### src/mem_pkg.sv
// Memory subsystem package with the sizes, the byte address split and the data types
package mem_pkg;

  // Data word layout
  localparam int DATA_W    = 32;               // Bits per word
  localparam int BYTE_W    = 8;                // Bits per byte lane
  localparam int NUM_BYTES = DATA_W / BYTE_W;  // Byte lanes per word

  // Bank organization
  localparam int NUM_BANKS   = 4;                   // Word-interleaved banks
  localparam int BANK_WORDS  = 256;                 // Words stored in each bank
  localparam int BANK_IDX_W  = $clog2(NUM_BANKS);   // Bank number width
  localparam int BANK_ADDR_W = $clog2(BANK_WORDS);  // Word index width inside a bank

  // Byte address split, low to high: byte offset, bank number, word in bank
  localparam int OFFS_W   = $clog2(NUM_BYTES);                // Byte offset, ignored
  localparam int BANK_LSB = OFFS_W;                           // First bank number bit
  localparam int WORD_LSB = OFFS_W + BANK_IDX_W;              // First word index bit
  localparam int ADDR_W   = OFFS_W + BANK_IDX_W + BANK_ADDR_W;  // Full byte address

  typedef logic [ADDR_W-1:0]      addr_t;       // Byte address
  typedef logic [DATA_W-1:0]      word_t;       // One data word
  typedef logic [NUM_BYTES-1:0]   strb_t;       // Byte strobes, bit i for byte i
  typedef logic [BANK_IDX_W-1:0]  bank_idx_t;   // Bank number
  typedef logic [BANK_ADDR_W-1:0] bank_addr_t;  // Word index inside a bank
  typedef logic [NUM_BANKS-1:0]   bank_vec_t;   // One bit per bank

endpackage
### src/bank_select.sv
// Bank selector that splits both byte addresses into bank enables and bank-local word indices
module bank_select
  import mem_pkg::*;
(
  input  logic       en_a_i,        // Port A enable
  input  addr_t      addr_a_i,      // Port A byte address
  input  logic       en_b_i,        // Port B enable
  input  strb_t      be_b_i,        // Port B byte strobes
  input  addr_t      addr_b_i,      // Port B byte address
  output bank_vec_t  bank_en_a_o,   // One-hot port A bank enables
  output bank_vec_t  bank_en_b_o,   // One-hot port B bank enables
  output bank_addr_t loc_addr_a_o,  // Port A word index inside the bank
  output bank_addr_t loc_addr_b_o,  // Port B word index inside the bank
  output bank_idx_t  sel_a_o,       // Port A bank number
  output bank_idx_t  sel_b_o,       // Port B bank number
  output logic       rd_a_o,        // Port A reads this cycle
  output logic       rd_b_o         // Port B reads this cycle
);

  bank_idx_t bank_a;  // Bank number taken from port A address
  bank_idx_t bank_b;  // Bank number taken from port B address

  // Byte offset bits fall away here, which word-aligns every access
  assign bank_a       = addr_a_i[BANK_LSB +: BANK_IDX_W];
  assign bank_b       = addr_b_i[BANK_LSB +: BANK_IDX_W];
  assign loc_addr_a_o = addr_a_i[WORD_LSB +: BANK_ADDR_W];
  assign loc_addr_b_o = addr_b_i[WORD_LSB +: BANK_ADDR_W];

  assign sel_a_o = bank_a;
  assign sel_b_o = bank_b;

  // One-hot decode, only the addressed bank sees an enable
  always_comb begin
    bank_en_a_o = '0;
    bank_en_b_o = '0;
    if (en_a_i) begin
      bank_en_a_o[bank_a] = 1'b1;
    end
    if (en_b_i) begin
      bank_en_b_o[bank_b] = 1'b1;
    end
  end

  // Port A is read-only; port B reads when no strobe is set
  assign rd_a_o = en_a_i;
  assign rd_b_o = en_b_i && (be_b_i == '0);

endmodule

### config.mk
export PLATFORM = sky130hd
export DESIGN_NAME = bank_select
export DESIGN_NICKNAME = d
export VERILOG_FILES = /design/src/mem_pkg.sv /design/src/bank_select.sv
export SDC_FILE = /design/constraint.sdc
export NUM_CORES = 1
export LEC_CHECK = 0
export BUFFER_PORTS_ARGS = -buffer_cell sky130_fd_sc_hd__buf_2
export CORE_AREA = 10 10 47 49
export DETAILED_ROUTE_END_ITERATION = 16
export DIE_AREA = 0 0 57 59
export PLACE_DENSITY = 0.73
export SLEW_MARGIN = 15
export SYNTH_ARGS = -nofsm -noshare
export SYNTH_HDL_FRONTEND = slang
export SYNTH_SLANG_ARGS = --single-unit
### constraint.sdc
create_clock -name vclk -period 1.1
set_clock_uncertainty 0.1 [all_clocks]
set_input_delay 0.22 -clock vclk [all_inputs]
set_output_delay 0.22 -clock vclk [all_outputs]
set_load 0.03 [all_outputs]
==> impl_metrics.toml, run 1 <==
[floorplan]
core_area_um2 = 1400
start_util = 0.164
num_rows = 14
die_h_um = 59
die_x_um = 57
die-area_um2 = 3360
ios = 60

[outcome]
violations = "setup timing"
run_status = "finished with violations"

[grt]
grt_pass1_wl_um = 1040
grt_use_total = 0.0355
gr-total-overflow = 0
antenna_found_initial = 0
grt_pass1_vias = 215
grt_max_degree = 6

[synth]
synthTopCellsByArea = "buf_4, and3b_1, nor3b_1, and3_1, nand2_1"
synth_compound_area_frac = 0
syn_area_per_cell_um2 = 6.98
ys.warnings.count = 0
synth-xor-area-share = 0
syn_inst = 33
yosysMostFrequentCell = "buf_4"
synth_top_area_frac = 0.685
synth_seq_area_share = 0
synthesis.nets = 63
yosys.area.top_type = "buf_4"
synth_cell_types = 8
synth_top_family_by_area = "buffers and inverters"
muxShareOfSynthArea = 0
synth_area_um2 = 230
synthSimpleGateAreaFrac = 0.315
yosys.area_share.adder = 0

[timing]
finalSetupTns_ns = -0.0867
rsz0062_at_grt = "true"
slew_headroom = 0.871
period_share = 1.08
timing_hold_violations_final = 0
setup_slack_ns = -0.0867
finalSetupViolCount = 1
final_max_slew_viol_count = 0
min_period_ns = 1.19
worst_pin_slew_ns = 0.192
fmax_mhz = 843

[run]
max_cap_violations = 0

[finish]
antenna_cells = 0
fillers = 169
multiInputGateArea_um2 = 100
final_cells = 52
layout-drive-gt1-share = 0.778
clock_buffers = 0
seq_cells = 0
area_delta_synth_final_pct = 12.5
seq_area_um2 = 0
stdcell_area_um2 = 259
finalNetCount = 68

[route]
drt-initial-drc-count = 1
ant_nets = 0
vias = 202
drt-total-wl_um = 677
routedWlPerCell_um = 13.0
vias_per_cell = 3.88
drc_errors = 0
firstDrtPassIters = 3

[setup_path]
critical_path_class = "input pin to output pin"
worstPathRequired_ns = 0.78
crit_arrival_ns = 0.87
start_kind = "input pin"
cp_max_fo = 1
endpoint_kind = "output pin"

[worst_hold_path]
holdCritStartpoint = "addr_a_i[5]"
hold_path_end = "loc_addr_a_o[1]"
hold_depth = 0
hold_path.class = "input pin to output pin"

[place]
place_ws_ns = -0.155
place_area_um2 = 223
placedCellCount = 52
gp_congestion = 0.559
numPortBuffers = 24

[pwr]
p_per_area_nw_per_um2 = 456
p_leak_nw = 0.158
max-vdd-ir-drop_mv = 0.109

[clock_tree]
cts_setup_buffers = 0
cts_hold_buffers = 0
==> through the flow <==
| step | hold slack [ns] | power, mW | utilization |
|---|---|---|---|
| floorplan | 0.408 | 0.181 | - |
| global placement | 0.340 | 0.106 | 0.159 |
| detailed placement | 0.340 | 0.108 | 0.159 |
| CTS | 0.340 | 0.113 | 0.172 |
| global route | 0.340 | 0.127 | 0.185 |
| finish | 0.340 | 0.118 | 0.185 |
==> cell usage in the layout, fill, tap and decap left out, drive strengths merged <==
master / count
and3b: 2
and3: 2
nand2: 2
and2: 1
nor4: 1
nor2: 2
nor3b: 2
buf: 24
==> worst max-delay path by stage <==
stage / startpoint / to / slack (ns) / cells after the start
2_1_floorplan: be_b_i[1] / rd_b_o / 0.02 / 2
3_3_place_gp: be_b_i[1] / rd_b_o / -0.1 / 4
3_5_place_dp: be_b_i[1] / rd_b_o / -0.15 / 4
4_1_cts: be_b_i[2] / rd_b_o / -0.10 / 4
5_1_grt: be_b_i[0] / rd_b_o / -0.11 / 4
6_report: be_b_i[0] / rd_b_o / -0.09 / 4
==> cell type report <==
class,count,share of cell area
timing repair buffer,24,0.536
multi-input combinational,12,0.386
tap,16,0.0773
==> layer usage <==
| layer | up-vias | wire length [µm] | track usage |
|---|---|---|---|
| met4 | 0 | 10 | 0.0168 |
| met1 | 92 | 139 | 0.0226 |
| met2 | 14 | 402 | 0.0744 |
| li1 | 92 | - | - |
| met3 | 4 | 125 | 0.0215 |
| met5 | - | 0 | 0 |
==> power by group <==
part / internal, mW / leakage [nW] / switching (mW)
Clock: 0 / 0 / 0
Sequential: 0 / 0 / 0
Combinational: 0.0428 / 0.158 / 0.0752
==> cell families after synthesis <==
kind of cell,count (synthesis)
simple gates,12
buf+inv,21
==> worst max-delay path: stages <==
cell and delay, ns:
buf_6 0.10, nor4_4 0.25, and2_4 0.17, buf_6 0.12
==> what timing repair did <==
| item | 4_1_cts | 5_1_grt |
|---|---|---|
| endpoints found under the setup margin | 1 | 1 |
| resized for setup | 4 | 3 |
| pin swaps | 2 | 2 |
Power figures use the tool's default switching activity.
==> inputs of run 2 (changes only) <==
PLACE_DENSITY = 0.76   (was 0.73)
clock period = 1 ns   (was 1.1 ns; I/O delays follow)
==> run 2 against run 1 <==
Against the previous run:
- the flow still finishes with violations (setup timing)
- non-clock buffer count unchanged
- design area rose by 14%
- wire length grew 26%
- combinational power is 24% higher
- via count rose by 9.4%
- total power grew 24%
- global-route usage grew 0.36 points
- count of clock-buffer cells in the layout stayed put
- critical path type unchanged
- largest power group unchanged
==> impl_metrics.toml, run 2 (same netlist as run 1, synthesis figures left out) <==
[grt]
grt_pass1_vias = 195
gr-total-overflow = 0
antenna_found_initial = 0
grt_pass1_wl_um = 1120
grt_max_degree = 6
grt_use_total = 0.0390

[finish]
layout_commonest_cell = "buf_2"
finalNetCount = 68
final_cells = 52
clock_buffers = 0
final_cell_mix = "buf_2, buf_6, buf_4"
antenna_cells = 0
stdcell_area_um2 = 297
seq_area_um2 = 0
fillers = 157
seq_cells = 0
layout-drive-gt1-share = 0.778
area_delta_synth_final_pct = 28.8

[floorplan]
core_area_um2 = 1400
ios = 60
die-area_um2 = 3360
die_x_um = 57
start_util = 0.164
num_rows = 14
die_h_um = 59

[place]
numPortBuffers = 24
placedCellCount = 52
place_ws_ns = -0.189
place_area_um2 = 224
gp_congestion = 0.604

[run]
max_cap_violations = 0

[timing]
worst_pin_slew_ns = 0.182
min_period_ns = 1.14
slew_headroom = 0.877
finalSetupViolCount = 1
setup_slack_ns = -0.138
period_share = 1.14
rsz0062_at_grt = "true"
final_max_slew_viol_count = 0
timing_hold_violations_final = 0
finalSetupTns_ns = -0.138
fmax_mhz = 879

[setup_path]
slowest_stage = "nor4_4"
start_kind = "input pin"
crit_chain = "buf_6, nor4_4, and2_4, buf_6"
cp_max_fo = 1
max_stage_delay_ns = 0.25
critical_path_class = "input pin to output pin"
cp_common_cell = "buf_6"
endpoint_kind = "output pin"
worstPathRequired_ns = 0.70
crit_arrival_ns = 0.84

[pwr]
p_leak_nw = 0.164
finalPower_mw = 0.146
max-vdd-ir-drop_mv = 0.123
p_per_area_nw_per_um2 = 493

[route]
vias_per_cell = 4.25
drt-initial-drc-count = 0
drt-total-wl_um = 853
ant_nets = 0
vias = 221
routedWlPerCell_um = 16.4
firstDrtPassIters = 1
drc_errors = 0

[outcome]
run_status = "finished with violations"
violations = "setup timing"

[worst_hold_path]
hold_path.class = "input pin to output pin"
-- run 2: cell count changes in the layout (fill, tap and decap cells not counted) --
cell / delta
buf_6: +4
buf_2: -9
buf_4: +4
clkbuf_4: +1
-- run 2: timing repair --
| action | 4_1_cts | 5_1_grt |
|---|---|---|
| endpoints found under the setup margin | 5 | 7 |
| buffers inserted | 0 | 0 |
| endpoints found under the hold margin | 0 | 0 |
| hold buffers | 0 | 0 |
| resized for setup | 7 | 14 |
| pin swaps | 0 | 3 |
-- run 2: power by group --
part           internal (mW)  switching [mW]
Sequential                 0               0
Combinational         0.0604          0.0857
Clock                      0               0
Total                 0.0604          0.0857
-- run 2: path summary, 6_finish.rpt --
| path | from | to | slack [ns] | cells past startpoint |
|---|---|---|---|---|
| worst min-delay path | addr_a_i[7] | loc_addr_a_o[3] | 0.30 | 0 |
| worst max-delay path | be_b_i[0] | rd_b_o | -0.14 | 4 |
-- run 2: worst max-delay path: cells and delay by family --
kind                   cells  cell delay (ns)
buffers and inverters      2             0.22
and+or+nand+nor            2             0.42
-- run 2: final cells by class --
type	count	area (µm²)	area share
multi-input cells	12	100	0.338
well taps	16	20.0	0.0675
repair buffers	24	176	0.595
-- run 2: routing by layer --
layer  GRT usage  wire length [µm]
met1      0.0324               227
met2      0.0465               288
met3      0.0536               285
met4      0.0268                51
met5           0                 0
-- run 2: through the flow --
step	utilization	hold WS (ns)
2_1_floorplan	-	0.368
4_1_cts	0.176	0.300
3_3_place_gp	0.160	0.300
3_5_place_dp	0.160	0.300
5_1_grt	0.212	0.300
6_report	0.212	0.300
