===== src/mem_pkg.sv =====
// Memory subsystem package with the sizes, the byte address split and the data types
package mem_pkg;

  // Data word layout
  localparam int DATA_W    = 32;               // Bits per word
  localparam int BYTE_W    = 8;                // Bits per byte lane
  localparam int NUM_BYTES = DATA_W / BYTE_W;  // Byte lanes per word

  // Bank organization
  localparam int NUM_BANKS   = 4;                   // Word-interleaved banks
  localparam int BANK_WORDS  = 256;                 // Words stored in each bank
  localparam int BANK_IDX_W  = $clog2(NUM_BANKS);   // Bank number width
  localparam int BANK_ADDR_W = $clog2(BANK_WORDS);  // Word index width inside a bank

  // Byte address split, low to high: byte offset, bank number, word in bank
  localparam int OFFS_W   = $clog2(NUM_BYTES);                // Byte offset, ignored
  localparam int BANK_LSB = OFFS_W;                           // First bank number bit
  localparam int WORD_LSB = OFFS_W + BANK_IDX_W;              // First word index bit
  localparam int ADDR_W   = OFFS_W + BANK_IDX_W + BANK_ADDR_W;  // Full byte address

  typedef logic [ADDR_W-1:0]      addr_t;       // Byte address
  typedef logic [DATA_W-1:0]      word_t;       // One data word
  typedef logic [NUM_BYTES-1:0]   strb_t;       // Byte strobes, bit i for byte i
  typedef logic [BANK_IDX_W-1:0]  bank_idx_t;   // Bank number
  typedef logic [BANK_ADDR_W-1:0] bank_addr_t;  // Word index inside a bank
  typedef logic [NUM_BANKS-1:0]   bank_vec_t;   // One bit per bank

endpackage

===== src/read_return.sv =====
// Read-return stage that remembers the bank each port read and steers its data out
module read_return
  import mem_pkg::*;
(
  input  logic      clk_i,                       // Clock
  input  logic      arst_n_i,                    // Async reset, active low
  input  logic      rd_a_i,                      // Port A read pulse
  input  logic      rd_b_i,                      // Port B read pulse
  input  bank_idx_t sel_a_i,                     // Port A bank number
  input  bank_idx_t sel_b_i,                     // Port B bank number
  input  word_t     bank_rdata_a_i [NUM_BANKS],  // Port A data from every bank
  input  word_t     bank_rdata_b_i [NUM_BANKS],  // Port B data from every bank
  output word_t     rdata_a_o,                   // Port A read data
  output word_t     rdata_b_o                    // Port B read data
);

  bank_idx_t sel_a_q;  // Bank that holds the last port A read
  bank_idx_t sel_b_q;  // Bank that holds the last port B read

  // Captured at the same edge the banks capture their data
  always_ff @(posedge clk_i or negedge arst_n_i) begin
    if (!arst_n_i) begin
      sel_a_q <= '0;
    end else if (rd_a_i) begin
      sel_a_q <= sel_a_i;
    end
  end

  always_ff @(posedge clk_i or negedge arst_n_i) begin
    if (!arst_n_i) begin
      sel_b_q <= '0;
    end else if (rd_b_i) begin
      sel_b_q <= sel_b_i;  // Writes leave the last read bank in place
    end
  end

  // Output mux; the chosen bank holds its register until its next read,
  // so idle cycles and writes show the previous word
  assign rdata_a_o = bank_rdata_a_i[sel_a_q];
  assign rdata_b_o = bank_rdata_b_i[sel_b_q];

endmodule


===== config.mk =====
export PLATFORM = sky130hd
export DESIGN_NAME = read_return
export DESIGN_NICKNAME = d
export VERILOG_FILES = /design/src/mem_pkg.sv /design/src/read_return.sv
export SDC_FILE = /design/constraint.sdc
export NUM_CORES = 1
export LEC_CHECK = 0
export BUFFER_PORTS_ARGS = -buffer_cell sky130_fd_sc_hd__buf_4
export CAP_MARGIN = 20
export CORE_AREA = 2 2 127 129
export CTS_BUF_LIST = sky130_fd_sc_hd__clkbuf_16
export CTS_CLUSTER_DIAMETER = 50
export DETAILED_ROUTE_END_ITERATION = 16
export DIE_AREA = 0 0 129 131
export PLACE_DENSITY = 0.4
export SLEW_MARGIN = 5
export SYNTH_ARGS = -nofsm -noshare
export SYNTH_HDL_FRONTEND = slang
export SYNTH_SLANG_ARGS = --single-unit

===== constraint.sdc =====
create_clock -name clk_i -period 1.5 [get_ports clk_i]
set_input_delay 0.3 -clock clk_i [delete_from_list [all_inputs] [get_ports clk_i]]
set_output_delay 0.3 -clock clk_i [all_outputs]
set_load 0.01 [all_outputs]

==> results of run 1 <==
[cells in the mapped netlist]
master / count
buf_12: 6
buf_2: 6
buf_6: 2
mux4_1: 6
clkbuf_1: 2
mux2_2: 4
dfrtp_1: 4
mux4_2: 58
[per-layer routing]
metal | GRT usage | vias up | part of all wire
li1 | - | 1119 | -
met4 | 0.0134 | 0 | 0.0071
met2 | 0.223 | 165 | 0.55
met5 | 0 | - | 0
met1 | 0.134 | 1220 | 0.35
met3 | 0.0285 | 8 | 0.093
[registers in the layout (all words and copies together), names as in the netlist]
register,count
sel_a_q,2
sel_b_q,2
[layout make-up]
cell class              count  area (µm²)
fillers                  1616       10700
repair buffers            349        3010
multi-input cells          68        1490
well taps                 216         270
flip-flops and latches      4         103
clock buffers               3        75.1
[what timing repair did]
action | 4_1_cts | 5_1_grt
hold buffers | 1 | 0
endpoints found under the hold margin | 4 | 0
endpoints found under the setup margin | 64 | 64
setup buffers | 1 | 8
cloned | 1 | 2
resized for setup | 54 | 12
[worst max-delay path, stage by stage (launching register included)]
cell and delay (ns):
dfrtp_2 0.39, buf_4 0.15, clkbuf_16 0.14, mux4_2 0.51
buf_6 0.14
[metrics by stage]
step	area, µm²	instances	util	hold slack (ns)	total power [µW]
after floorplan	1790	88	-	0.00441	975
after global placement	4510	625	0.289	0.115	2000
after detailed placement	4510	625	0.289	0.114	2010
after CTS	4810	631	0.308	0.315	2650
after global routing	4950	640	0.317	0.318	2850
final	4950	640	0.317	0.316	2690
[power breakdown]
group          total, µW  internal, µW  switching [µW]  leakage, µW
Sequential           133           121            12.3    0.0000448
Combinational       2140          1460             685      0.00224
Clock                420           341            79.0    0.0000370
[kinds of logic (layout without fill, tap and decap cells)]
family   after synthesis  count (layout)  share of synthesized area
mux                   68              68                      0.843
flops                  4               4                     0.0559
buf+inv               16             352                      0.101
[worst max path at each step]
stage,startpoint,end,slack [ns],cells past startpoint
2_1_floorplan,sel_a_q[0]$_DFFE_PN0P_,rdata_a_o[10],0.07,3
3_3_place_gp,sel_a_q[0]$_DFFE_PN0P_,rdata_a_o[0],-0.15,3
3_5_place_dp,sel_b_q[0]$_DFFE_PN0P_,rdata_b_o[30],-0.15,3
4_1_cts,sel_a_q[0]$_DFFE_PN0P_,rdata_a_o[28],-0.38,4
5_1_grt,sel_a_q[0]$_DFFE_PN0P_,rdata_a_o[23],-0.40,4
6_report,sel_b_q[0]$_DFFE_PN0P_,rdata_b_o[31],-0.36,4
==> qor.csv, run 1 <==
metric;value;unit
outcome;finished, violations left;
failing checks;setup timing;
WL final;11300;µm
Register-to-Register Path Depth;3;
HP Class;primary input to register;
most frequent cells in the layout;278 x buf_4, 63 x mux4_2, 57 x buf_6;
ratio of cells with drive above 1 in the final layout;0.991;
Hold Startpoint;sel_b_i[0];
antenna violations before repair;0;
Final setup viols;64;
largest net degree at the start of global routing;34;
Slew HR;0.858;
Avg Inst Size Synth;20.3;µm²
drt first pass iters;4;
vias in the first global route;2696;
I/O pins;328;
crit path capture type;primary output;
number of remaining DRC errors;0;
final worst slack;-0.356;ns
ratio of final minimum period to clock period;1.24;
Yosys warning total;0;
Core Region;15600;µm²
post-synthesis register bit count;4;
CTS Buffer Depth;2;
row cnt;46;
pre-CTS WS;-0.154;ns
Hold EP;sel_b_q[0]$_DFFE_PN0P_;
gp weighted congestion;0.724;
reg-to-reg critical path endpoint;sel_b_q[0]$_DFFE_PN0P_;
die area;16900;µm²
via count;2512;
count of cell types in the netlist;8;
clk sinks;4;
fin nets;690;
top post-synthesis cells by area;mux4_2 73%, mux4_1 8.8%, buf_12 6.7%;
power per cell area;545;nW/µm²
top-area cell type share of the netlist area;0.730;
Mapped Nets;352;
Syn Inst Count;88;
Pleak;0.00232;µW
WP data required;1.20;ns
CTS Buf Count;3;
critical path arrival;1.56;ns
GRT Total Usage;0.116;
commonest non-fill, non-tap cell in the layout;buf_4;
Max VDD drop;0.000249;V
critical path peak fanout;4;
Crit Path Category;register to primary output;
DP Wirelength;9890;µm
Clock transition at path regs;0.03;ns
P&R area growth vs syn;177;%
Critical Path Source Type;register;
Max Slew Vio Count;0;
Hold Path Stages;2;
MaxCap Viol Count;0;
min Tclk post-route;1.86;ns
register area share after synthesis;0.0559;
wire per inst;17.7;µm
DRT antenna net count;0;
Fmax;539;MHz
Initial Util;0.115;
gr ovfl total;0;
Root Buffer;clkbuf_16;
largest area contributor in the netlist;mux4_2;
Max H-tree Level;1;
skew final;0;ns
first-pass GRT wire length;14900;µm
ANT cells;0;
# port buffers;327;
worst skew pair latency;0.22;ns
mapped cell area;1790;µm²
height of the die;131;µm
internal reg-to-reg setup slack;0.41;ns
RR Startpoint;sel_b_q[0]$_DFFE_PN0P_;
final hold viol count;0;
number of DRC markers in iteration 0;93;
die span in x;129;µm
Vias/cell;3.93;
RSZ-0062 raised after global routing;true;
final setup TNS;-20.23;ns
worst slew pin tran;0.213;ns
CTS tree;yes;
Note: power is estimated with default switching activity, not from simulation.
==> run 2: changes to the inputs <==
- CTS_CLUSTER_SIZE: unset -> 12
- RECOVER_POWER: unset -> 50
==> qor.csv, run 2 (synthesized netlist as in run 1, its figures left out) <==
metric;value;unit;change
WL final;11300;µm;about the same
Net Sw Frac;0.288;;about the same
crit path capture type;primary output;;
Buf/Inv on CP;3;;unchanged
row cnt;46;;unchanged
P_int;1920;µW;about the same
sequential cell fraction of total power;0.049;;about the same
DP Wirelength;9890;µm;unchanged
I/O pins;328;;unchanged
total power draw;2690;µW;about the same
power per cell area;545;nW/µm²;about the same
Slew HR;0.783;;-0.0754
GRT Total Usage;0.116;;unchanged
CTS Buffer Depth;2;;unchanged
Critical Path Source Type;register;;
Max H-tree Level;1;;unchanged
# port buffers;327;;unchanged
Clock transition at path regs;0.03;ns;about the same
crit-path max cell delay;0.51;ns;about the same
height of the die;131;µm;unchanged
Crit Path Category;register to primary output;;
P&R area growth vs syn;176;%;about the same
Root Buffer;clkbuf_16;;
GR met1 Demand/Resource;0.134;;unchanged
Top Family by Delay on Critical Path;multiplexers;;
wire per inst;17.7;µm;about the same
WP data required;1.20;ns;about the same
biggest regs;sel_a_q (2), sel_b_q (2);;
drt first pass iters;4;;unchanged
die area;16900;µm²;unchanged
critical path arrival;1.56;ns;about the same
Comb power frac;0.795;;about the same
ratio of final minimum period to clock period;1.24;;unchanged
vias in the first global route;2696;;unchanged
FILL cells;1615;;-0.062%
worst slew pin tran;0.326;ns;+0.113 ns
CTS Buf Count;3;;unchanged
clk sinks;4;;unchanged
Core Util, Final;0.317;;about the same
clock share of power;0.156;;about the same
first-pass GRT wire length;14900;µm;unchanged
CTS tree;yes;;
gp weighted congestion;0.724;;unchanged
fin nets;690;;unchanged
commonest non-fill, non-tap cell in the layout;buf_4;;
Core Region;15600;µm²;unchanged
Pleak;0.00232;µW;-0.16%
outcome;finished, violations left;;
FF/Latch Area;103;µm²;unchanged
die span in x;129;µm;unchanged
failing checks;setup timing;;
most frequent cells in the layout;277 x buf_4, 63 x mux4_2, 57 x buf_6;;
Final setup viols;64;;unchanged
ANT cells;0;;unchanged
Max Slew Vio Count;0;;unchanged
grt met3 use;0.0285;;unchanged
largest net degree at the start of global routing;34;;unchanged
multi-input combinational cell area;1490;µm²;unchanged
number of remaining DRC errors;0;;unchanged
Vias/cell;3.93;;unchanged
critical path peak fanout;4;;unchanged
Initial Util;0.115;;unchanged
Max VDD drop;0.000249;V;unchanged
worst skew pair latency;0.22;ns;about the same
critical path's slowest cell;mux4_2;;
crit-path cells;buf_4, clkbuf_16, mux4_2, buf_6;;
ratio of cells with drive above 1 in the final layout;0.988;;-0.00236
antenna violations before repair;0;;unchanged
final hold viol count;0;;unchanged
NetSw;777;µW;about the same
MaxCap Viol Count;0;;unchanged
min Tclk post-route;1.86;ns;unchanged
gr ovfl total;0;;unchanged
DRT antenna net count;0;;unchanged
busiest layer in global routing;met2;;
Fmax;539;MHz;unchanged
GR Layer Usage met2;0.223;;unchanged
number of DRC markers in iteration 0;93;;unchanged
internal reg-to-reg setup slack;0.41;ns;about the same
HP Class;primary input to register;;
via count;2512;;unchanged
final worst slack;-0.356;ns;unchanged
RSZ-0062 raised after global routing;true;;
skew final;0;ns;unchanged
[run 2: cell types whose count changed in the layout (fill, tap and decap cells not counted)]
| cell | previous run | this run |
|---|---|---|
| buf_4 | 278 | 277 |
| clkbuf_1 | 0 | 1 |
[run 2: final timing paths]
kind	endpoint	startpoint	cells past startpoint
setup / recovery	rdata_b_o[31]	sel_b_q[0]$_DFFE_PN0P_	4
hold / removal	sel_b_q[0]$_DFFE_PN0P_	sel_b_i[0]	2
setup reg to reg	sel_b_q[0]$_DFFE_PN0P_	sel_b_q[0]$_DFFE_PN0P_	3
hold reg to reg	sel_a_q[1]$_DFFE_PN0P_	sel_a_q[1]$_DFFE_PN0P_	2
max in group asynchronous	sel_a_q[0]$_DFFE_PN0P_	arst_n_i	2
min in group asynchronous	sel_b_q[1]$_DFFE_PN0P_	arst_n_i	2
[run 2: power groups by stage]
stage	sequential [µW]	clock (µW)	combinational, µW
after detailed placement	134	0	1880
after floorplan	124	0	851
after global placement	134	0	1860
after CTS	135	432	2080
after global routing	135	437	2280
final	133	420	2140
[run 2: layout make-up]
cell class	count	share of cell area
multi-input cells	68	0.301
flip-flops and latches	4	0.0208
repair buffers	349	0.608
clock buffers	3	0.0152
well taps	216	0.0547
[run 2: stage by stage]
step           instance area, µm²  setup TNS [ns]  hold WS [ns]  setup slack [ns]  cells
3_3_place_gp                 4510           -4.37         0.115            -0.149    625
4_1_cts                      4810          -21.03         0.315            -0.377    631
3_5_place_dp                 4510           -4.92         0.114            -0.154    625
6_report                     4940          -20.23         0.316            -0.356    640
2_1_floorplan                1790               0       0.00441            0.0686     88
5_1_grt                      4940          -23.19         0.318            -0.397    640
[run 2: metal layers]
layer,routed length (µm),vias up,part of all wire
li1,-,1119,-
met1,3930,1220,0.35
met2,6270,165,0.55
met3,1050,8,0.093
met4,80,0,0.0071
met5,0,-,0
[run 2: repair_timing]
action / in CTS / in global routing
hold endpoints to repair: 4 / 0
cloned: 1 / 2
resized for setup: 54 / 12
pin swaps: 0 / 0
setup buffers: 1 / 8
endpoints found under the setup margin: 64 / 64
hold buffers: 1 / 0
==> run 3: changes to the inputs <==
- ABC_AREA: unset -> 1
- PLACE_DENSITY: 0.4 -> 0.5
==> qor.csv, run 3 <==
metric;value;unit;change
Final setup viols;64;;unchanged
ratio of final minimum period to clock period;1.08;;-0.154
most instantiated cells after synthesis;324 x nand2_1, 256 x inv_1, 128 x nand3_1, 20 x buf_2, 18 x buf_6;;
final hold viol count;0;;unchanged
Fmax;615;MHz;+14%
Max H-tree Level;1;;unchanged
post-synthesis register bit count;4;;unchanged
Pleak;0.00440;µW;+90%
RR Startpoint;sel_a_q[1]$_DFFE_PN0P_;;
height of the die;131;µm;unchanged
crit-path max cell delay;0.44;ns;-0.07 ns
count leader, synth;nand2_1;;
commonest non-fill, non-tap cell in the layout;buf_4;;
die span in x;129;µm;unchanged
row cnt;46;;unchanged
Syn Inst Count;762;;+770%
placed instance count;1284;;+110%
top-area cell type share of the netlist area;0.371;;-0.359
critical path's slowest cell;dfrtp_2;;
ratio of cells with drive above 1 in the final layout;0.374;;-0.614
WP data required;1.20;ns;about the same
DP Wirelength;12400;µm;+25%
Slew HR;0.796;;+0.0128
Crit Path Category;register to primary output;;
Mapped Nets;1026;;+190%
fin nets;1343;;+95%
GRT Total Usage;0.164;;+0.0482
I/O pins;328;;unchanged
gr ovfl total;0;;unchanged
outcome;finished, violations left;;
via count;5150;;+110%
cell repeated most along the worst path;nand2_1;;
share of flip-flops with an asynchronous set or reset;1.00;;unchanged
top post-synthesis cells by area;nand2_1 37%, inv_1 29%, nand3_1 20%;;
ANT cells;0;;unchanged
skew final;0;ns;unchanged
first-pass GRT wire length;22300;µm;+50%
RSZ-0062 raised after global routing;true;;
Initial Util;0.210;;+0.0955
die area;16900;µm²;unchanged
final worst slack;-0.125;ns;+0.231 ns
# port buffers;327;;unchanged
HP Class;primary input to register;;
vias in the first global route;4641;;+72%
power per cell area;462;nW/µm²;-15%
WL final;15700;µm;+39%
Yosys warning total;0;;unchanged
P&R area growth vs syn;94.6;%;
Vias/cell;3.98;;+1.5%
CTS Buffer Depth;2;;unchanged
Root Buffer;clkbuf_16;;
failing checks;setup timing;;
most frequent cells in the layout;313 x buf_4, 299 x nand2_1, 256 x inv_1;;
Primary FF master, synth;dfrtp_1;;
wire per inst;12.2;µm;-31%
Hold Startpoint;rd_b_i;;
crit-path cells;buf_6, nand2_1, nand3_2, nand2_1, buf_4;;
crit path from;sel_a_q[0]$_DFFE_PN0P_;;
mapped cell area;3280;µm²;+83%
number of remaining DRC errors;0;;unchanged
largest net degree at the start of global routing;35;;+2.9%
clk sinks;4;;unchanged
critical path peak fanout;24;;+20
MaxCap Viol Count;0;;unchanged
largest area contributor in the netlist;nand2_1;;
Core Region;15600;µm²;unchanged
FILL cells;1812;;+12%
register area share after synthesis;0.0305;;-0.0254
Max Slew Vio Count;0;;unchanged
postcts setup bufs;0;;-1
Avg Inst Size Synth;4.30;µm²;-79%
critical path arrival;1.33;ns;-0.23 ns
Clock transition at path regs;0.03;ns;about the same
Critical Path Source Type;register;;
crit path capture type;primary output;;
Max VDD drop;0.000455;V;+83%
EDFF count, synth;0;;unchanged
worst slew pin tran;0.306;ns;-0.0192 ns
gp weighted congestion;0.792;;+9.4%
biggest regs;sel_a_q (2), sel_b_q (2);;
pre-CTS WS;0.0646;ns;+0.219 ns
min Tclk post-route;1.63;ns;-0.231 ns
worst skew pair latency;0.22;ns;about the same
CTS Buf Count;3;;unchanged
DRT antenna net count;0;;unchanged
count of cell types in the netlist;11;;+3
CTS tree;yes;;
number of DRC markers in iteration 0;149;;+60%
fin cells;1293;;+100%
antenna violations before repair;0;;unchanged
drt first pass iters;4;;unchanged
-- run 3: cell count changes after synthesis, sizes merged --
cell	change
nand3	+128
o21ai	+4
nand2	+324
inv	+260
mux2	-4
mux4	-64
buf	+26
-- run 3: kinds of logic after synthesis --
| family | count (synthesis) | share of synthesized area |
|---|---|---|
| AOI/OAI and AO/OA | 4 | 0.00611 |
| buffers and inverters | 302 | 0.397 |
| and+or+nand+nor | 452 | 0.566 |
| DFF | 4 | 0.0305 |
-- run 3: what timing repair did --
item | 4_1_cts | 5_1_grt
endpoints found under the hold margin | 4 | 0
endpoints found under the setup margin | 64 | 64
cloned | 1 | 4
pin swaps | 0 | 5
resized for setup | 39 | 42
hold buffers | 1 | 0
-- run 3: metal layers --
metal,routed length (µm),share of wire,global-route usage
met2,8250,0.52,0.332
met4,106,0.0067,0.0160
met1,5950,0.38,0.172
met5,0,0,0
met3,1420,0.090,0.0489
-- run 3: worst paths after layout --
path | slack [ns] | depth (start not counted) | end
max | -0.13 | 5 | rdata_a_o[17]
min | 0.27 | 2 | sel_b_q[0]$_DFFE_PN0P_
max reg2reg | 0.56 | 3 | sel_a_q[1]$_DFFE_PN0P_
min reg2reg | 0.79 | 3 | sel_b_q[1]$_DFFE_PN0P_
max in group asynchronous | 0.75 | 2 | sel_a_q[0]$_DFFE_PN0P_
min in group asynchronous | 0.50 | 2 | sel_b_q[1]$_DFFE_PN0P_
-- run 3: worst max-delay path, delay by kind of cell (launching register included) --
| kind | cells | cell delay, ns |
|---|---|---|
| buffers and inverters | 2 | 0.39 |
| DFF | 1 | 0.44 |
| and+or+nand+nor | 3 | 0.28 |
-- run 3: metrics by stage --
step                      utilization  area [µm²]  hold WS, ns  power (µW)  TNS, ns
after floorplan                     -        3280      0.00441        1200        0
after global placement          0.380        5930        0.107        2350        0
after detailed placement        0.380        5930        0.108        2360        0
after CTS                       0.395        6160        0.272        2860    -5.81
after global routing            0.409        6380        0.274        3210    -9.65
final                           0.409        6380        0.272        2950    -5.05
-- run 3: layout make-up --
class | instances | area [µm²] | area share
clock buffers | 3 | 75.1 | 0.0118
flip-flops and latches | 4 | 103 | 0.0161
multi-input cells | 456 | 2020 | 0.317
repair buffers | 354 | 2920 | 0.457
inverters | 260 | 988 | 0.155
well taps | 216 | 270 | 0.0424
-- run 3: power breakdown --
group          total, µW  internal, µW  switching, µW  leakage (µW)
combinational       2400          1280           1120       0.00432
sequential           138           119           18.4     0.0000463
clock                410           340           70.2     0.0000370
total               2950          1740           1210       0.00440
